**src/source/resnet_tail_config.svh**
```systemverilog
`ifndef RESNET_TAIL_CONFIG_SVH
`define RESNET_TAIL_CONFIG_SVH

// lanes per feature word and lane width, lanes are signed
`define RT_LANES 16
`define RT_LANE_W 16

// signed stage weight, RT_FRAC fraction bits
`define RT_WEIGHT_W 8
`define RT_FRAC 4

// residual stages in the chain
`define RT_STAGES 4

// words per frame and the width of the word address
`define RT_FRAME_WORDS 8
`define RT_ADDR_W 3

// half of a feature word, as handed out by egress
`define RT_HALF_W (`RT_LANES * `RT_LANE_W / 2)

`endif

```
**src/source/resnet_tail_pkg.sv**
```systemverilog
`include "resnet_tail_config.svh"

package resnet_tail_pkg;

  typedef logic signed [`RT_LANE_W-1:0] lane_t;

  typedef logic signed [`RT_WEIGHT_W-1:0] weight_t;

  // selects the stage whose weight is written
  typedef logic [$clog2(`RT_STAGES)-1:0] stage_idx_t;

  // upper half holds lanes 8 to 15, lower half lanes 0 to 7
  typedef struct packed {
    logic [`RT_HALF_W-1:0] upper;
    logic [`RT_HALF_W-1:0] lower;
  } feature_halves_t;

  // stages work on lanes, egress on the two halves
  typedef union packed {
    lane_t [`RT_LANES-1:0] lanes;
    feature_halves_t       halves;
  } feature_word_t;

endpackage

```
**src/source/result_egress.sv**
```systemverilog
`timescale 1ns/1ps
`include "resnet_tail_config.svh"

module result_egress
  import resnet_tail_pkg::*;
(
  input  logic                  clk,
  input  logic                  rst_n,

  input  logic                  fin_valid,
  input  feature_word_t         fin_word,
  input  logic [`RT_ADDR_W-1:0] fin_addr,
  input  logic                  fin_last,
  output logic                  egress_ready,

  output logic                  out_valid,
  input  logic                  out_ready,
  output logic [`RT_HALF_W-1:0] out_lo,
  output logic [`RT_HALF_W-1:0] out_hi,
  output logic [`RT_ADDR_W-1:0] out_addr,
  output logic                  out_last
);

  feature_word_t word_q;

  // register frees when empty or when the sink takes it this cycle
  assign egress_ready = !out_valid || out_ready;

  always_ff @(posedge clk) begin
    if (!rst_n) begin
      out_valid <= 1'b0;
    end else if (egress_ready) begin
      out_valid <= fin_valid;
    end
  end

  always_ff @(posedge clk) begin
    if (egress_ready && fin_valid) begin
      word_q   <= fin_word;
      out_addr <= fin_addr;
      out_last <= fin_last;
    end
  end

  // lanes 0 to 7 go out on out_lo
  assign out_lo = word_q.halves.lower;
  assign out_hi = word_q.halves.upper;

endmodule

```
**config.mk**
```make
export PLATFORM = sky130hd
export DESIGN_NAME = result_egress
export DESIGN_NICKNAME = d
export VERILOG_FILES = /design/src/source/resnet_tail_pkg.sv /design/src/source/result_egress.sv
export VERILOG_INCLUDE_DIRS = /design/src /design/src/source
export SDC_FILE = /design/constraint.sdc
export NUM_CORES = 1
export LEC_CHECK = 0
export ABC_AREA = 1
export BUFFER_PORTS_ARGS = -buffer_cell sky130_fd_sc_hd__buf_2
export CAP_MARGIN = 20
export CORE_AREA = 3 3 204 206
export CTS_CLUSTER_SIZE = 20
export DETAILED_ROUTE_END_ITERATION = 8
export DIE_AREA = 0 0 207 209
export GPL_TIMING_DRIVEN = 0
export SLEW_MARGIN = 30
export SYNTH_ARGS = -nofsm -noshare
export SYNTH_HDL_FRONTEND = slang
export SYNTH_SLANG_ARGS = --single-unit
```
**constraint.sdc**
```tcl
create_clock -name clk -period 20.7 [get_ports clk]
set_input_delay 2.07 -clock clk [delete_from_list [all_inputs] [get_ports clk]]
set_output_delay 2.07 -clock clk [all_outputs]
set_load 0.05 [all_outputs]
```
==> Word level (Yosys, flattened, before mapping) <==
Index checks and enable logic that the tools add are counted.
{ "classes": {"reduce_logical": 3} }
{ "op_table": {"columns": ["op", "n"], "rows": [
  ["$logic_and A1 B1 Y1", 1],
  ["$logic_not A1 Y1", 1],
  ["$logic_or A1 B1 Y1", 1]
]} }
{ "word_totals": {"reg_bits": 261, "elab_cells": 7} }

==> Depth between registers and ports, before layout <==
{ "depth": {"word_depth": 3, "depth_mapped": 3, "mapped_depth_nobuf": 3} }

==> Least setup slack after synthesis <==
No wires, ideal clock.
{ "synth_timing": {"kind": "in2reg", "start": "in fin_valid", "end": "reg out_addr[0], enable pin", "arrival_time_ns": 14.605, "setup_slack_ns": 5.129, "path_stages": 2, "cell_sequence": "inv_1 -> a21oi_1"} }
{ "synth_via": {"elab_chain_cells": 1} }
{ "synth_lines": {"columns": ["item", "line_no", "text"], "rows": [
  ["start, declared", "result_egress.sv:10", "input logic fin_valid,"],
  ["$logic_and A1 B1 Y1", "result_egress.sv:38", "if (egress_ready && fin_valid) begin"],
  ["end signal, assigned", "result_egress.sv:40", "out_addr <= fin_addr;"],
  ["end, declared", "result_egress.sv:20", "output logic [`RT_ADDR_W-1:0] out_addr,"]
]} }
Every way passes these cells.
A chain may end at the register's enable or synchronous reset.

==> Worst setup path after layout <==
{ "layout_timing": {"start": "in out_ready", "end": "out egress_ready"} }
{ "layout_via": {"elab_chain_cells": 1} }
{ "layout_lines": {"columns": ["item", "line_no", "text"], "rows": [
  ["start, declared", "result_egress.sv:17", "input logic out_ready,"],
  ["$logic_or A1 B1 Y1", "result_egress.sv:27", "assign egress_ready = !out_valid || out_ready;"],
  ["end, declared", "result_egress.sv:14", "output logic egress_ready,"]
]} }
Every way passes these cells.

==> impl_metrics.json <==
{
  "worstHoldPathType": "register to register",
  "post_cts.repair.setup_buffers": 0,
  "cts.clk_slew.worst_paths_ps": 60,
  "cts_inserted_buffers": 30,
  "cts.root.buffer_cell": "sky130_fd_sc_hd__clkbuf_16",
  "tritoncts_clock_tree": "built",
  "cell_area_after_technology_mapping_sq_um": 7860,
  "fin_worst_skew_ps": 16.7,
  "ff_latch_area_sq_um": 7830,
  "worst_ir_drop_vdd_v": 0.0000640,
  "effective_utilization_at_floorplan_pct": 19.7,
  "synth_cell_type_count": 7,
  "postSynthCellCount": 267,
  "ys_warn_count": 0,
  "worstPathMaxFanout": 2,
  "synth.ff_latch_count": 261,
  "clockPowerShare_pct": 39.7,
  "reg2reg_setup_slack_ps": 18610,
  "cts_hold_buf": 0,
  "min_to": "out_valid",
  "slew_headroom_pct": 60.1,
  "cp_data_required_time_ps": 18630,
  "die-area_sq_um": 43300,
  "wirelength_mm": 24.6,
  "grt_max_degree": 24,
  "synth_top_cell_by_area": "sky130_fd_sc_hd__edfxtp_1",
  "dpl_worst_slack_ps": 16100,
  "multi_input_area_sq_um": 31.3,
  "yosys.area.top_type_share_pct": 99.3,
  "port_buffers": 525,
  "nature_of_the_critical_path_endpoint": "output port",
  "overall_die_height_um": 209,
  "highest_layer": "met5",
  "pd_cells_nw_per_um2": 108,
  "synth_net_count": 531,
  "cts.sink_count": 261,
  "timing.reg2reg.worst_path_depth": 5,
  "routed_via_density": 3.60,
  "period_needed_ps": 4600,
  "grtUsageTotal_pct": 10.7,
  "grt_pass1_wl_mm": 35.0,
  "met3RoutedLength_mm": 3.26,
  "max_cap_violation_count": 0,
  "layout_setup_ws_ps": 16100,
  "leading_post_synthesis_cells_by_cell_area": "sky130_fd_sc_hd__edfxtp_1, sky130_fd_sc_hd__dfxtp_1, sky130_fd_sc_hd__a21oi_2",
  "cts_resized": 0,
  "final_replace_weighted_congestion": 0.809,
  "detail-route-antenna-nets": 0,
  "arrival_ps": 2530,
  "synth-seq-area-share_pct": 99.6,
  "met2WireLength_mm": 12.0,
  "status": "finished clean",
  "worst_hold_stages": 2,
  "antenna_found_initial": 8,
  "drtIter0Drc": 197,
  "power_report.internal_total_uw": 985,
  "final_count_of_pins_violating_max_slew": 0,
  "critical_hold_path_startpoint": "out_valid",
  "num_vias": 4988,
  "crit_path_start_kind": "primary input",
  "power.sequential.fraction_pct": 46.6,
  "combinationalPowerShare_pct": 13.7,
  "hold_viol_final": 0,
  "post_drt_wl_per_cell_um": 17.7,
  "drive_gt1_share_pct": 68.1,
  "ctsHtreeMaxLevel": 1,
  "die-width_um": 207,
  "firstDrtPassIters": 4,
  "r2r-start": "out_valid",
  "clock_latency_ps": 550,
  "highest_count_cells_in_the_layout_ignoring_fill_and_taps": "sky130_fd_sc_hd__buf_2, sky130_fd_sc_hd__edfxtp_1, sky130_fd_sc_hd__clkbuf_16",
  "power_leakage_uw": 0.00523,
  "netSwitchingPower_uw": 360,
  "area_growth_pct": 58.5,
  "path_class": "primary input to output port",
  "setup-violations-final": 0,
  "final_cells": 1387,
  "final_common_cell": "sky130_fd_sc_hd__buf_2",
  "nets": 1102,
  "avgSynthCellArea_sq_um": 29.4,
  "cts.path.max_buffers": 3,
  "hpwl_after_dpl_mm": 19.6,
  "core_area_sq_um": 39800,
  "placementRows": 73,
  "grt.overflow.total": 0,
  "rr_endpoint": "word_q[12]",
  "post-route-drc-count": 0,
  "boundaryPins": 526,
  "worst_pin_slew_ps": 598,
  "met1Wirelength_mm": 8.42,
  "setup_repair_after_global_routing_missed_its_margin": "false",
  "totalPowerFinal_uw": 1350,
  "dpl.cell_count": 1331,
  "fillerInstances": 3997,
  "first_global_vias": 5444,
  "swShare_pct": 26.7,
  "fin_crit_sh_pct": 22.2,
  "fmax_mhz": 218
}
power groups by stage:
stage	Sequential, uW	Combinational, uW	Clock (uW)
finish	627	184	534
CTS	628	187	556
floorplan	758	9.75	0
global route	630	192	577
detailed placement	639	187	0
global placement	659	176	0
cell usage after synthesis:
| library cell | n |
|---|---|
| sky130_fd_sc_hd__nand2_2 | 1 |
| sky130_fd_sc_hd__a21oi_1 | 1 |
| sky130_fd_sc_hd__inv_1 | 2 |
| sky130_fd_sc_hd__a21oi_2 | 1 |
| sky130_fd_sc_hd__edfxtp_1 | 260 |
| sky130_fd_sc_hd__inv_2 | 1 |
| sky130_fd_sc_hd__dfxtp_1 | 1 |
routing by layer:
metal | track usage [%] | vias up
li1 | - | 2247
met1 | 11.1 | 2316
met2 | 18.2 | 357
met3 | 6.34 | 56
met4 | 3.70 | 12
met5 | 0 | -
worst max path at each step:
stage | slack [ps] | from | end
final | 16100 | out_ready | egress_ready
after global routing | 16080 | out_ready | egress_ready
after CTS | 16100 | out_ready | egress_ready
after detailed placement | 16100 | out_ready | egress_ready
after global placement | -210 | fin_valid | word_q[59]
after floorplan | 5130 | fin_valid | out_addr[0]
area by class of cell:
cell class	count	share of cell area [%]
flip-flops and latches	261	62.8
diodes	2	0.0402
repair buffers	539	23.5
well taps	525	5.27
inverters	3	0.0904
clock buffers	36	6.38
clock inverters	18	1.64
multi-input cells	3	0.251
state kept, by name, summed over array words and instances, names as in the netlist:
register   flops
out_valid      1
word_q       256
out_addr       3
out_last       1
cell families after synthesis:
kind of cell | share of synthesized area [%]
DFF | 99.6
buffers and inverters | 0.143
AOI/OAI and AO/OA | 0.175
and+or+nand+nor | 0.0797
worst max-delay path: stages:
cell and delay (ps):
sky130_fd_sc_hd__buf_2 80, sky130_fd_sc_hd__inv_2 40, sky130_fd_sc_hd__nand2_2 70, sky130_fd_sc_hd__buf_2 260
through the flow:
| stage | setup TNS, ps | hold slack (ps) | instance area (sq um) | util [%] |
|---|---|---|---|---|
| floorplan | 0 | 924 | 7860 | - |
| global placement | -46130 | 486 | 11100 | 28.0 |
| detailed placement | 0 | 541 | 11500 | 28.8 |
| CTS | 0 | 550 | 12500 | 31.3 |
| global route | 0 | 562 | 12500 | 31.3 |
| finish | 0 | 544 | 12500 | 31.3 |
Note: power is estimated with default switching activity, not from simulation.
