$ cat config.mk
export PLATFORM = sky130hd
export DESIGN_NAME = stage_sequencer
export DESIGN_NICKNAME = d
export VERILOG_FILES = /design/src/source/resnet_tail_pkg.sv /design/src/source/stage_sequencer.sv
export VERILOG_INCLUDE_DIRS = /design/src /design/src/source
export SDC_FILE = /design/constraint.sdc
export NUM_CORES = 1
export LEC_CHECK = 0
export BUFFER_PORTS_ARGS = -buffer_cell sky130_fd_sc_hd__clkbuf_2
export CAP_MARGIN = 30
export CORE_UTILIZATION = 45
export CTS_BUF_LIST = sky130_fd_sc_hd__clkbuf_4
export CTS_CLUSTER_SIZE = 24
export DETAILED_ROUTE_END_ITERATION = 10
export PLACE_DENSITY = 0.76
export SETUP_SLACK_MARGIN = 0.4
export SLEW_MARGIN = 0
export SYNTH_ARGS = -nofsm -noshare
export SYNTH_HDL_FRONTEND = slang
export SYNTH_SLANG_ARGS = --single-unit
$ cat constraint.sdc
create_clock -name clk -period 1.4 [get_ports clk]
set_input_delay 0.28 -clock clk [delete_from_list [all_inputs] [get_ports clk]]
set_output_delay 0.28 -clock clk [all_outputs]
set_load 0.01 [all_outputs]
$ cat src/source/resnet_tail_config.svh
`ifndef RESNET_TAIL_CONFIG_SVH
`define RESNET_TAIL_CONFIG_SVH

// lanes per feature word and lane width, lanes are signed
`define RT_LANES 16
`define RT_LANE_W 16

// signed stage weight, RT_FRAC fraction bits
`define RT_WEIGHT_W 8
`define RT_FRAC 4

// residual stages in the chain
`define RT_STAGES 4

// words per frame and the width of the word address
`define RT_FRAME_WORDS 8
`define RT_ADDR_W 3

// half of a feature word, as handed out by egress
`define RT_HALF_W (`RT_LANES * `RT_LANE_W / 2)

`endif

$ cat src/source/resnet_tail_pkg.sv
`include "resnet_tail_config.svh"

package resnet_tail_pkg;

  typedef logic signed [`RT_LANE_W-1:0] lane_t;

  typedef logic signed [`RT_WEIGHT_W-1:0] weight_t;

  // selects the stage whose weight is written
  typedef logic [$clog2(`RT_STAGES)-1:0] stage_idx_t;

  // upper half holds lanes 8 to 15, lower half lanes 0 to 7
  typedef struct packed {
    logic [`RT_HALF_W-1:0] upper;
    logic [`RT_HALF_W-1:0] lower;
  } feature_halves_t;

  // stages work on lanes, egress on the two halves
  typedef union packed {
    lane_t [`RT_LANES-1:0] lanes;
    feature_halves_t       halves;
  } feature_word_t;

endpackage

$ cat src/source/stage_sequencer.sv
`timescale 1ns/1ps
`include "resnet_tail_config.svh"

module stage_sequencer
  import resnet_tail_pkg::*;
(
  input  logic                   clk,
  input  logic                   rst_n,

  input  logic                   s0_valid,
  input  logic [`RT_ADDR_W-1:0]  s0_addr,
  input  logic                   s0_last,

  input  logic                   egress_ready,

  input  logic                   cfg_valid,
  input  stage_idx_t             cfg_stage,

  output logic                   advance,
  output logic [`RT_STAGES-1:0]  stage_en,
  output logic [`RT_STAGES-1:0]  weight_we,
  output logic                   cfg_busy,

  output logic                   fin_valid,
  output logic [`RT_ADDR_W-1:0]  fin_addr,
  output logic                   fin_last
);

  // valid, address and last per stage output position
  logic [`RT_STAGES-1:0] stage_vld;
  logic [`RT_ADDR_W-1:0] addr_pipe [`RT_STAGES];
  logic [`RT_STAGES-1:0] last_pipe;
  logic [`RT_STAGES-1:0] stage_in_vld;

  // mirrors the egress output register
  logic                  egress_full;

  // the whole chain moves only when the sink can take the last stage
  assign advance      = egress_ready;
  assign stage_in_vld = {stage_vld[`RT_STAGES-2:0], s0_valid};
  assign stage_en     = stage_in_vld & {`RT_STAGES{advance}};

  always_ff @(posedge clk) begin
    if (!rst_n) begin
      stage_vld   <= '0;
      egress_full <= 1'b0;
    end else if (advance) begin
      stage_vld   <= stage_in_vld;
      egress_full <= stage_vld[`RT_STAGES-1];
    end
  end

  always_ff @(posedge clk) begin
    if (advance) begin
      addr_pipe[0] <= s0_addr;
      for (int k = 1; k < `RT_STAGES; k++) begin
        addr_pipe[k] <= addr_pipe[k-1];
      end
      last_pipe <= {last_pipe[`RT_STAGES-2:0], s0_last};
    end
  end

  assign fin_valid = stage_vld[`RT_STAGES-1];
  assign fin_addr  = addr_pipe[`RT_STAGES-1];
  assign fin_last  = last_pipe[`RT_STAGES-1];

  assign cfg_busy = s0_valid || (|stage_vld) || egress_full;

  // weights change only with an empty chain
  always_comb begin
    weight_we = '0;
    if (cfg_valid && !cfg_busy) begin
      weight_we[cfg_stage] = 1'b1;
    end
  end

endmodule

; Word-level counts from Yosys, hierarchy flattened
; Memories as Yosys holds them, arrays and structs flattened.
; Cells that the tools add are included.
[totals]
register_bits = 9
memories = 1
latchBits = 0
mem_bits_rw = 12
input_bits = 11
word_cells = 18
rom_bits = 0
[mem_list]
columns = memory, words, width, read_ports, rd_clocked_by_memory_dff, write_ports, line
row1 = addr_pipe, 4, 3, 4, 0, 4, stage_sequencer.sv:31  ; logic [`RT_ADDR_W-1:0] addr_pipe [`RT_STAGES];
[classes]
n_reduce_logical = 6
n_eq_ne = 0
bitwise = 1
div = 0
n_shift = 0
order_cmp = 2
n_mul = 0
muxes = 5
n_addsub = 0
[ops]
columns = cell, count
row1 = AND 4 bit, 1
row2 = two-way mux 4 bit, 1
row3 = OR reduction 4 bit, 1
row4 = "less-than comparator 2 x 3 -> 1 bit, second input constant", 1
row5 = two-way mux 1 bit, 3
row6 = demux 1 bit (select 2 bit), 1
row7 = "greater-or-equal comparator 2 x 1 -> 1 bit, second input constant", 1
row8 = logical AND 1 bit, 2
row9 = logical OR 1 bit, 2
row10 = logical NOT 1 bit, 1

; Logic depth before layout (Yosys ltp)
[logic_depth]
ltp_word = 6
mapped_depth = 2
ltp_nobuf = 2

; Worst setup path after synthesis
; No wires, ideal clock.
[synth_path]
path_type = register -> output
from = reg stage_vld[3]
to = out weight_we[0]
slack_ns = -0.187
path_stages_with_launch = 3
t_arrival_ns = 1.307
path_cell_list = dfxtp_1 or4_4 nor4_1
[synth_via]
elab_chain_cells = 6
[synth_lines]
columns = element, line
row1 = "start, declared", stage_sequencer.sv:30  ; logic [`RT_STAGES-1:0] stage_vld;
row2 = "start signal, assigned", stage_sequencer.sv:48  ; stage_vld <= stage_in_vld;
row3 = OR reduction 4 bit, stage_sequencer.sv:67  ; assign cfg_busy = s0_valid || (|stage_vld) || egress_full;
row4 = logical OR 1 bit (2 in a row), stage_sequencer.sv:67
row5 = logical NOT 1 bit, stage_sequencer.sv:72  ; if (cfg_valid && !cfg_busy) begin
row6 = logical AND 1 bit, stage_sequencer.sv:72
row7 = two-way mux 4 bit, stage_sequencer.sv:72
row8 = "end, declared", stage_sequencer.sv:21  ; output logic [`RT_STAGES-1:0] weight_we,
; No other way between the ends.

; Worst setup path after layout
[layout_path]
from = reg egress_full
to = out cfg_busy
[layout_via]
elab_chain_cells = 1
[layout_lines]
columns = element, line
row1 = "start, declared", stage_sequencer.sv:36  ; logic egress_full;
row2 = "start signal, assigned", stage_sequencer.sv:49  ; egress_full <= stage_vld[`RT_STAGES-1];
row3 = logical OR 1 bit, stage_sequencer.sv:67
row4 = "end, declared", stage_sequencer.sv:22  ; output logic cfg_busy,
; No other way between the ends.

==> impl_metrics.tcl <==
set metrics [dict create \
    run_status "finished with violations" \
    violations "setup timing" \
    power.combinational.fraction_pct 11.5 \
    number_of_hold_slack_violations_in_the_final_timing_report 0 \
    timing_worst_setup_path_type "flop to primary output" \
    syn_inst 45 \
    hpwl_um 836 \
    io_pins 26 \
    finish.net_count 101 \
    rsz0062_at_grt "yes" \
    slew_violations 0 \
    wire_per_inst_um 14.0 \
    detailedRoute.firstPassIterationCount 3 \
    cts-root-to-sink-buffers 2 \
    number_of_antenna_violations_at_the_first_check_in_global_routing 0 \
    detail-route-antenna-nets 0 \
    count_of_maximum_capacitance_violations 0 \
    part_of_the_yosys_area_used_for_sequential_elements_pct 77.3 \
    grt_pass1_wl_um 2210 \
    overflow 0 \
    ys_ff_latch 21 \
    cp_slowest_stage_delay_ps 580 \
    tightestPinTransition_ps 170 \
    vias_per_cell 4.96 \
    cell_area_reported_after_detailed_placement_um2 960 \
    powerDensity_mw_per_mm2 958 \
    crit_path_max_fanout 5 \
    yosys.cell_types.count 15 \
    die_w_um 42.8 \
    power.net_switching_w 0.000242 \
    swShare_pct 21.4 \
    portBuffers 25 \
    detailedRoute.firstIterationViolations 15 \
    clock.fmax_mhz 506 \
    final_design_area_no_fill_mm2 0.00118 \
    clock_tree.root_cell "clkbuf_4" \
    crit_path_top_delay_cell "or4_4" \
    worst_hold_path_type "input pin to flop" \
    synth_nets 56 \
    nFillCells 92 \
    design.die.area_mm2 0.00184 \
    drt_drc_violations_left 0 \
    final.setup.worst_slack_ps -575 \
    coreArea_mm2 0.00152 \
    count_of_yosys_warnings_during_synthesis 0 \
    routed-via-count 521 \
    final_cell_count_no_fill 105 \
    hold-worst-slack_ps 151 \
    setup.worst_path.end_class "primary output" \
    drt-total-wl_um 1470 \
    numClockSinks 21 \
    setup_tns_ps -2540 \
    cts_htree_levels 1 \
    grt_max_degree 13 \
    diodes 0 \
    post-route-util_pct 77.3 \
    pwr-share-seq_pct 63.7 \
    initial_core_util_pct 49.3 \
    synthesis.area_um2 751 \
    clk_pin_slew_ps 110 \
    tritoncts_clock_tree "built" \
    power.static_leakage_nw 0.502 \
    routabilityCongestion 0.809 \
    area_growth_syn_to_layout_pct 56.8 \
    layout-drive-gt1-share_pct 69.7 \
    placedCellCount 91 \
    insertion_delay_ps 290 \
    vdd.ir_drop.worst_mv 0.897 \
    postSynthAreaPerCell_um2 16.7 \
    grt.total_usage_pct 17.6 \
    timing.critical_path.from_type "flop" \
    fin_crit_ps 1970 \
    first_global_vias 504 \
    worstPathRequired_ps 1120 \
    total_number_of_placement_rows 14 \
    intPower_w 0.000886 \
    fin_skew_ps 1.05 \
    post-route-period-util_pct 141 \
    reg2reg_slack_ps 120 \
    dieHeight_um 42.8 \
    clockPowerShare_pct 24.8 \
    worst_ep_arrival_time_ps 1690 \
    cts_buffers 3 \
    setup_violations 6 \
    worstPathCellList "or4_4 -> or3_4 -> clkbuf_2" \
    timing.max_slew.rel_slack_pct 88.6 \
]
[final timing paths]
check                    end       startpoint  cells past startpoint
min reg2reg  addr_pipe[2][1]  addr_pipe[1][1]                      0
max                 cfg_busy      egress_full                      3
max reg2reg     stage_vld[2]     stage_vld[1]                      7
min             last_pipe[0]          s0_last                      1
[logic make-up after synthesis]
logic type / synth area share [%]
AOI/OAI and AO/OA: 4.00
and+or+nand+nor: 15.8
DFF: 77.3
muxes: 1.33
buffers and inverters: 1.50
[critical path, delay by kind of cell (launching register included)]
| family | cells | cell delay (ps) |
|---|---|---|
| flip-flops | 1 | 340 |
| AND/OR/NAND/NOR | 2 | 930 |
| buffers and inverters | 1 | 130 |
[synth_stat cells, drive strengths merged]
library cell	n	area [µm²]
nor2b	5	31.3
inv	1	3.75
edfxtp	16	480
nor4b	1	15.0
o21a	4	30.0
nor4	2	12.5
buf	1	7.51
or3	1	6.26
or4	1	11.3
and2	4	25.0
nor3	1	5.00
mux2i	1	10.0
nand2	1	3.75
dfxtp	5	100
or3b	1	8.76
[sequential cells by signal, indices dropped and copies added, names as in the netlist]
register     count
egress_full      1
stage_vld        4
last_pipe        4
addr_pipe       12
[routing by layer]
| layer | vias to the layer above | global-route usage, % | part of all wire [%] |
|---|---|---|---|
| li1 | 255 | - | - |
| met1 | 247 | 18.8 | 39 |
| met2 | 19 | 32.1 | 56 |
| met3 | 0 | 4.68 | 5.7 |
| met4 | 0 | 7.50 | 0 |
| met5 | - | 0 | 0 |
[timing repair]
action | CTS | global route
setup endpoints to repair | 15 | 17
hold endpoints to repair | 0 | 0
gates resized for setup | 18 | 29
hold buffers | 0 | 0
pin swaps | 3 | 4
buffers inserted | 7 | 3
[metrics by stage]
stage                     power (W)  setup WS, ps
after floorplan            0.000770         -97.4
after global placement     0.000822          -212
after detailed placement   0.000828          -228
after CTS                   0.00112          -558
after global routing        0.00117          -623
final                       0.00113          -575
[power by group through the flow]
stage	combinational, W	clock, W	sequential, W
5_1_grt	0.000139	0.000306	0.000721
6_report	0.000129	0.000280	0.000719
3_3_place_gp	0.0000926	0	0.000729
2_1_floorplan	0.0000363	0	0.000734
3_5_place_dp	0.0000955	0	0.000732
4_1_cts	0.000114	0.000286	0.000719
[layout make-up]
type,count,area (µm²),area share [%]
Clock inverter,1,5.00,0.425
Clock buffer,3,22.5,1.91
Inverter,1,3.75,0.319
Tap cell,16,20.0,1.70
Multi-Input combinational cell,22,209,17.7
Sequential cell,21,587,49.8
Timing Repair Buffer,41,330,28.1
[placed cells by master, fill, tap and decap left out, drive strengths merged]
cell type and count:
or3 1, nor4b 1, buf 31, inv 1
nor2b 5, dfxtp 5, or3b 1, or4 1
clkinv 1, nor4 2, mux2i 1, edfxtp 16
and2 4, o21a 4, nor3 1, nand2 1
clkbuf 13
No activity file was read; power rests on OpenSTA's default activity.
