File: config.mk
export PLATFORM = sky130hd
export DESIGN_NAME = feature_ingress
export DESIGN_NICKNAME = d
export VERILOG_FILES = /design/src/source/resnet_tail_pkg.sv /design/src/source/feature_ingress.sv
export VERILOG_INCLUDE_DIRS = /design/src /design/src/source
export SDC_FILE = /design/constraint.sdc
export NUM_CORES = 1
export LEC_CHECK = 0
export ABC_AREA = 1
export BUFFER_PORTS_ARGS = -buffer_cell sky130_fd_sc_hd__buf_2
export CORE_AREA = 2 2 200 202
export DETAILED_ROUTE_END_ITERATION = 10
export DIE_AREA = 0 0 202 204
export PLACE_DENSITY = 0.56
export SYNTH_ARGS = -nofsm -noshare
export SYNTH_HDL_FRONTEND = slang
export SYNTH_SLANG_ARGS = --single-unit
File: constraint.sdc
create_clock -name clk -period 5.9 [get_ports clk]
set_clock_uncertainty 0.1 [all_clocks]
set_input_delay 1.18 -clock clk [delete_from_list [all_inputs] [get_ports clk]]
set_output_delay 1.18 -clock clk [all_outputs]
set_load 0.01 [all_outputs]
File: src/source/resnet_tail_config.svh
`ifndef RESNET_TAIL_CONFIG_SVH
`define RESNET_TAIL_CONFIG_SVH

// lanes per feature word and lane width, lanes are signed
`define RT_LANES 16
`define RT_LANE_W 16

// signed stage weight, RT_FRAC fraction bits
`define RT_WEIGHT_W 8
`define RT_FRAC 4

// residual stages in the chain
`define RT_STAGES 4

// words per frame and the width of the word address
`define RT_FRAME_WORDS 8
`define RT_ADDR_W 3

// half of a feature word, as handed out by egress
`define RT_HALF_W (`RT_LANES * `RT_LANE_W / 2)

`endif

File: src/source/resnet_tail_pkg.sv
`include "resnet_tail_config.svh"

package resnet_tail_pkg;

  typedef logic signed [`RT_LANE_W-1:0] lane_t;

  typedef logic signed [`RT_WEIGHT_W-1:0] weight_t;

  // selects the stage whose weight is written
  typedef logic [$clog2(`RT_STAGES)-1:0] stage_idx_t;

  // upper half holds lanes 8 to 15, lower half lanes 0 to 7
  typedef struct packed {
    logic [`RT_HALF_W-1:0] upper;
    logic [`RT_HALF_W-1:0] lower;
  } feature_halves_t;

  // stages work on lanes, egress on the two halves
  typedef union packed {
    lane_t [`RT_LANES-1:0] lanes;
    feature_halves_t       halves;
  } feature_word_t;

endpackage

File: src/source/feature_ingress.sv
`timescale 1ns/1ps
`include "resnet_tail_config.svh"

module feature_ingress
  import resnet_tail_pkg::*;
(
  input  logic                  clk,
  input  logic                  rst_n,

  input  logic                  in_valid,
  output logic                  in_ready,
  input  feature_word_t         in_data,

  input  logic                  advance,

  output logic                  s0_valid,
  output feature_word_t         s0_data,
  output logic [`RT_ADDR_W-1:0] s0_addr,
  output logic                  s0_last
);

  localparam logic [`RT_ADDR_W-1:0] LastWord = `RT_ADDR_W'(`RT_FRAME_WORDS - 1);

  logic [`RT_ADDR_W-1:0] word_cnt;
  logic                  take;

  // the slice frees up when empty or when stage 0 takes its word
  assign in_ready = !s0_valid || advance;
  assign take     = in_valid && in_ready;

  always_ff @(posedge clk) begin
    if (!rst_n) begin
      s0_valid <= 1'b0;
    end else if (in_ready) begin
      s0_valid <= in_valid;
    end
  end

  // position of the next word inside its frame
  always_ff @(posedge clk) begin
    if (!rst_n) begin
      word_cnt <= '0;
    end else if (take) begin
      if (word_cnt == LastWord) begin
        word_cnt <= '0;
      end else begin
        word_cnt <= word_cnt + 1'b1;
      end
    end
  end

  always_ff @(posedge clk) begin
    if (take) begin
      s0_data <= in_data;
      s0_addr <= word_cnt;
      s0_last <= (word_cnt == LastWord);
    end
  end

endmodule

# Yosys cells after proc, flatten, opt, wreduce, memory -nomap -nowiden
# Index checks and enable logic that the tools add are counted.
classes:
  reduce_logical: 3
  mux: 1
  n_eq_ne: 1
  addsub: 1
ops:
  columns: ["operator", "count"]
  rows:
  - ["$add 3x1->3 const B", 1]
  - ["$eq 3x3->1 const B", 1]
  - ["$mux 3", 1]
  - ["$logic_and 1x1->1", 1]
  - ["$logic_not 1->1", 1]
  - ["$logic_or 1x1->1", 1]
totals:
  output_inout_bits: 262
  word_cells: 11
  reg_bits: 264

# Longest topological paths before layout
# Gate-level depths: netlist of run 1.
depth:
  word_depth: 3
  depth_mapped: 6
  depth_no_buf: 6

# Least setup slack after synthesis of run 1
# No wires, ideal clock.
synth_timing:
  path_kind: "input to register"
  from: "input advance"
  to: "register s0_addr[0], enable pin"
  t_required_ns: 5.303
  setup_time_ns: 0.497
  t_arrival_ns: 4.158
  setup_slack_ns: 1.145
  path_buffers: 0
  path_stages: 4
  path_cell_list: "inv_1 -> nand2_4 -> nand2_4 -> inv_2"
synth_via:
  elab_chain_len: 2
synth_lines:
  columns: ["element", "line_no", "rtl"]
  rows:
  - ["start, declared", "feature_ingress.sv:14", "input logic advance,"]
  - ["$logic_or 1x1->1", "feature_ingress.sv:28", "assign in_ready = !s0_valid || advance;"]
  - ["via in_ready", "feature_ingress.sv:11", "output logic in_ready,"]
  - ["$logic_and 1x1->1", "feature_ingress.sv:29", "assign take = in_valid && in_ready;"]
  - ["via take", "feature_ingress.sv:25", "logic take;"]
  - ["end signal, assigned", "feature_ingress.sv:55", "s0_addr <= word_cnt;"]
  - ["end, declared", "feature_ingress.sv:18", "output logic [`RT_ADDR_W-1:0] s0_addr,"]
# The timed path passes the listed nets, and every way through them passes these cells.
# A chain may end at the register's enable or synchronous reset.

# Final worst setup path of run 1
layout_timing:
  from: "input advance"
  to: "output in_ready"
layout_via:
  elab_chain_len: 1
layout_lines:
  columns: ["element", "line_no"]
  rows:
  - ["$logic_or 1x1->1", "feature_ingress.sv:28"]
  - ["end, declared", "feature_ingress.sv:11"]
# No other way between the ends.

==> impl_metrics.yaml, run 1 <==
run_status:
  outcome: "completed"
global_routing:
  grt_overflow: 0
  grtUsageMet2: 0.172
  grt_most_used_layer: "met2"
  grt_max_degree: 123
  antenna_found_initial: 2
  grt_first_pass_wirelength_mm: 30.7
  vias_in_the_first_global_route: 5155
  grtUsageTotal: 0.0999
  grt_util_met1: 0.109
  global_route.usage.met3: 0.0413
yosys:
  synth_sequential_area_ratio: 0.984
  synth_simple_gate_area_frac: 0.00921
  synth_common_cells: "edfxtp_1 (260), nor2_1 (7), dfxtp_1 (4), inv_1 (4), nand2_1 (4)"
  fraction_of_the_mapped_netlist_area_in_compound_gates: 0.000937
  yosysUniqueCellTypes: 10
  number_of_enable_flip_flop_cells_after_synthesis: 260
  synth-xor-area-share: 0
  synth-async-reset-ratio: 0
  adder_cell_area_share_of_the_yosys_netlist: 0.00312
  syn_nets: 549
  netlist_area_before_placement_mm2: 0.00801
  synthDominantCellAreaShare: 0.974
  post-synth-top-area-cell: "edfxtp_1"
  synth.most_common_cell: "edfxtp_1"
  synth_cells: 287
  combinational_family_with_the_most_area_after_synthesis: "simple AND/OR/NAND/NOR gates"
  post_synth.cell_area_avg_um2: 27.9
  multiplexer_fraction_of_the_synthesized_cell_area: 0
  synth-warning-count: 0
  synth-seq-cells: 264
  dominant_synthesized_flop_cell: "edfxtp_1"
  netlist_top_cells_area: "edfxtp_1 (97%), dfxtp_1 (1.0%), nor2_1 (0.33%)"
sta:
  maxSlewHeadroom: 0.353
  max_transition_viols_final: 0
  setup_tns_ns: 0
  fin_crit_sh: 0.486
  hold-worst-slack_ns: 0.371
  least_margin_pin_slew_ns: 0.971
  rsz0062_at_grt: "no"
  achievable-frequency_mhz: 349
  tmin_final_ns: 2.87
  setup_viol: 0
  final_hold_viol_count: 0
clock_network:
  cts_hold_repair.buffers: 0
  path_clk_slew_ns: 0.06
  clockBufferDepth: 3
  cts_repair_resize_count: 0
  cts_tree: "yes"
  cts_setup_buffers: 0
  clock_insertion_delay_worst_skew_ns: 0.54
  clock_sinks: 264
  cts-root-buf: "clkbuf_16"
  cts_made_buffers: 29
  cts.htree.levels: 1
placed_design:
  routability_congestion_estimate: 0.812
  post-dp-hpwl_mm: 17.0
  portBuffers: 521
critical_path:
  critical_path.startpoint_type: "input port"
  ff2ff_setup_slack_ns: 3.62
  crit_fanout: 5
  crit_top_cell: "buf_2"
  cp.arrival_ns: 1.59
  end_kind: "primary output"
  timing.rr.end: "s0_data[82]"
  critPathRequiredTime_ns: 4.62
  worstPathCellList: "buf_2, inv_1, nand2_4, buf_2"
  longest_individual_stage_delay_on_the_worst_path_ns: 0.15
  path_class: "input port to primary output"
  rr_startpoint: "s0_valid"
  critical-path-slowest-cell: "buf_2"
  worst_r2r_path_depth: 4
route:
  antenna_violating_nets_post_route: 0
  vias_per_cell: 3.56
  detailroute.via_count: 4925
  detail_route.wirelength_mm: 22.1
  drt_iter0_drc: 210
  detail_route.first_pass.iterations: 4
  route.detailed.wl_per_inst_um: 16.0
  detail_route.drc_violations: 0
final_layout:
  nets: 1103
  num-fill-cells: 3875
  antenna-diode-count: 0
  layout-drive-gt1-share: 0.659
  multiInputGateArea_um2: 106
  area_growth_syn_to_layout_pct: 51.8
  seq_area_mm2: 0.00789
power_and_ir_drop:
  vdd_ir_drop_max_mv: 0.217
  design_power_total_w: 0.00417
  pwr_dens_mw_per_mm2: 343
  p_leak_nw: 5.11
floorplan:
  fp.dieW_um: 202
  ios: 522
  dieHeight_um: 204
  floorplan_core_area_mm2: 0.0392
  initial_core_utilization: 0.204
  dieArea_mm2: 0.0412
  rows: 73
hold_path:
  hp-start: "word_cnt[2]"
  hold_path_end: "s0_addr[2]"
  min_path_cells: 0
  hp-class: "flop to flop"
run:
  maxCapViolations: 0
[stage by stage]
| stage | instances | setup WS (ns) | utilization | instance area [um2] |
|---|---|---|---|---|
| finish | 1383 | 3.03 | 0.310 | 12200 |
| global route | 1383 | 3.01 | 0.310 | 12200 |
| CTS | 1383 | 3.03 | 0.310 | 12200 |
| detailed placement | 1335 | 2.61 | 0.289 | 11300 |
| global placement | 1335 | 2.63 | 0.289 | 11300 |
| floorplan | 287 | 1.15 | - | 8010 |
[area by class of cell]
class	count	share of cell area
Inverter	5	0.00216
Multi-Input combinational cell	18	0.00874
Tap cell	525	0.0540
Clock buffer	32	0.0606
Clock inverter	16	0.00926
Timing Repair Buffer	523	0.217
Sequential cell	264	0.649
[flip-flops by register name (all words and copies together), names as in the netlist]
signal    flops
s0_addr       3
word_cnt      3
s0_last       1
s0_valid      1
s0_data     256
[cells by family after synthesis]
| logic type | Yosys count |
|---|---|
| DFF | 264 |
| and+or+nand+nor | 15 |
| AOI/OAI and AO/OA | 1 |
| buffers and inverters | 5 |
| adders and majority gates | 2 |
[worst max-delay path, delay by kind of cell]
| family | cells | cell delay (ns) |
|---|---|---|
| and+or+nand+nor | 1 | 0.07 |
| buffers and inverters | 3 | 0.33 |
[placed cells by master, fill, tap and decap left out]
cell and instances:
inv_1 4, a21boi_0 1, clkbuf_16 29, clkbuf_1 3
clkinvlp_4 3, nand2_1 4, buf_12 1, edfxtp_1 260
buf_2 521, clkinv_2 4, dfxtp_1 4, nand3_1 2
buf_4 1, nor2_1 7, nand2_4 2, ha_1 2
clkinv_1 6, bufinv_16 1, inv_6 2, inv_8 1
[worst max path at each step]
stage / to / cells after the start / from
floorplan: s0_addr[0] / 4 / advance
global placement: s0_data[146] / 6 / advance
detailed placement: s0_data[146] / 6 / advance
CTS: in_ready / 4 / advance
global route: in_ready / 4 / advance
finish: in_ready / 4 / advance
[where the power goes]
part           total (W)  switching [W]  internal (W)  leakage [nW]
clock network    0.00163       0.000700      0.000934         0.410
logic           0.000313       0.000180      0.000133          2.15
registers        0.00223      0.0000300       0.00220          2.55
[metal layers]
layer	share of wire	vias up	wire length, um
met5	0.0015	-	34
met4	0.026	4	567
met3	0.11	38	2510
met2	0.50	314	11000
met1	0.36	2305	7910
li1	-	2264	-
No activity file was read; power rests on OpenSTA's default activity.
==> run 2: changes to the inputs <==
clock period = 2.8 ns   (was 5.9 ns; I/O delays follow)
==> run 2 against run 1 <==
  * Setup slack lost 2.1 ns
  * Worst hold slack worse by 0.28 ns
  * Die area unchanged
  * Critical path type is now flop to primary output
  * Largest cell class unchanged
  * Largest power group unchanged
==> impl_metrics.yaml, run 2 (synthesized netlist as in run 1, its figures left out) <==
critical_path:
  crit_buf_inv: 1
  timing.critical_path.depth: 1
  worstPathCellList: "buf_2"
  path_delay_family: "flip-flops"
  timing.rr.end: "s0_data[106]"
  critPathRequiredTime_ns: 2.14
  worst_r2r_path_depth: 4
  crit_fanout: 1
  cp.arrival_ns: 1.16
  rr_startpoint: "s0_valid"
  critical-path-slowest-cell: "edfxtp_1"
  critical_path.startpoint_type: "flop"
  worstSetupEndpoint: "s0_data[173]"
  setup.worst_path.start: "s0_data[173]"
  end_kind: "primary output"
  longest_individual_stage_delay_on_the_worst_path_ns: 0.43
  ff2ff_setup_slack_ns: 1.16
  path_class: "flop to primary output"
placed_design:
  postPlaceCellArea_mm2: 0.0114
  post-dp-hpwl_mm: 18.1
  routability_congestion_estimate: 0.776
  portBuffers: 521
power_and_ir_drop:
  design_power_total_w: 0.00886
  p_leak_nw: 5.21
  pwr_dens_mw_per_mm2: 720
  vdd_ir_drop_max_mv: 0.443
final_layout:
  most_frequent_standard_cell_in_the_layout_excluding_fill_and_tap_cells: "buf_2"
  area_growth_syn_to_layout_pct: 53.5
  layout.core_utilization: 0.314
  largest-register: "s0_data"
  commonest_cells_after_routing_fill_and_taps_aside: "buf_2 (521), edfxtp_1 (260), clkbuf_16 (27), buf_4 (12), clkbuf_8 (8)"
  design_area_mm2: 0.0123
  largest_reg_flops: 256
  largest_registers_in_the_final_layout: "s0_data (256), s0_addr (3), word_cnt (3)"
  antenna-diode-count: 0
  nets: 1113
  layout-drive-gt1-share: 0.666
floorplan:
  dieArea_mm2: 0.0412
  ios: 522
  dieHeight_um: 204
  fp.dieW_um: 202
  floorplan_core_area_mm2: 0.0392
  rows: 73
  initial_core_utilization: 0.204
global_routing:
  antenna_found_initial: 1
  grt_first_pass_wirelength_mm: 31.3
  grtUsageTotal: 0.101
  grt_max_degree: 68
  vias_in_the_first_global_route: 5143
  grt_overflow: 0
clock_network:
  clock_sinks: 264
  clock_insertion_delay_worst_skew_ns: 0.54
  cts_hold_repair.buffers: 0
  cts.htree.levels: 1
  clockBufferDepth: 3
  path_clk_slew_ns: 0.06
  cts_setup_buffers: 0
  cts_made_buffers: 27
  cts_repair_resize_count: 0
  cts-root-buf: "clkbuf_16"
  cts_tree: "yes"
sta:
  max_transition_viols_final: 0
  achievable-frequency_mhz: 550
  fin_crit_sh: 0.649
  least_margin_pin_slew_ns: 0.414
  final_hold_viol_count: 0
  setup_tns_ns: 0
  maxSlewHeadroom: 0.724
  setup_viol: 0
  tmin_final_ns: 1.82
  rsz0062_at_grt: "no"
route:
  detailroute.via_count: 5001
  antenna_violating_nets_post_route: 0
  route.detailed.wl_per_inst_um: 16.3
  vias_per_cell: 3.58
  detail_route.drc_violations: 0
  detail_route.wirelength_mm: 22.8
  detail_route.first_pass.iterations: 4
  drt_iter0_drc: 163
hold_path:
  hp-class: "input port to flop"
run_status:
  outcome: "completed"
run:
  maxCapViolations: 0
## run 2: final cells by class
cell class / instances / area, um2
Fill cell: 3895 / 26900
Sequential cell: 264 / 7890
Timing Repair Buffer: 535 / 2740
Clock buffer: 39 / 801
Tap cell: 525 / 657
Multi-Input combinational cell: 18 / 106
Clock inverter: 10 / 78.8
Inverter: 5 / 31.3
## run 2: how the worst min path moves through the flow
stage                  from           end  slack, ns  depth (start not counted)
3_3_place_gp    word_cnt[1]    s0_addr[1]       0.36                          0
6_report       in_data[181]  s0_data[181]       0.09                          1
4_1_cts        in_data[116]  s0_data[116]       0.06                          1
3_5_place_dp    word_cnt[1]    s0_addr[1]       0.36                          0
2_1_floorplan   word_cnt[1]    s0_addr[1]       0.33                          0
5_1_grt        in_data[116]  s0_data[116]       0.07                          1
## run 2: stage by stage
| step | setup WS [ns] | std cells | hold WS [ns] |
|---|---|---|---|
| floorplan | 0.312 | 287 | 0.335 |
| global placement | 0.855 | 1347 | 0.359 |
| detailed placement | 0.817 | 1347 | 0.357 |
| CTS | 0.903 | 1396 | 0.0569 |
| global route | 0.904 | 1396 | 0.0656 |
| finish | 0.982 | 1396 | 0.0921 |
## run 2: metal layers
layer / share of wire / GRT usage
met5: 0.00057 / 0
met4: 0.019 / 0.0336
met3: 0.093 / 0.0328
met2: 0.50 / 0.173
met1: 0.39 / 0.121
## run 2: power breakdown
part           internal [W]  leakage, nW  switching, W
clock               0.00207        0.438       0.00141
combinational      0.000297         2.22      0.000390
sequential          0.00463         2.55     0.0000678
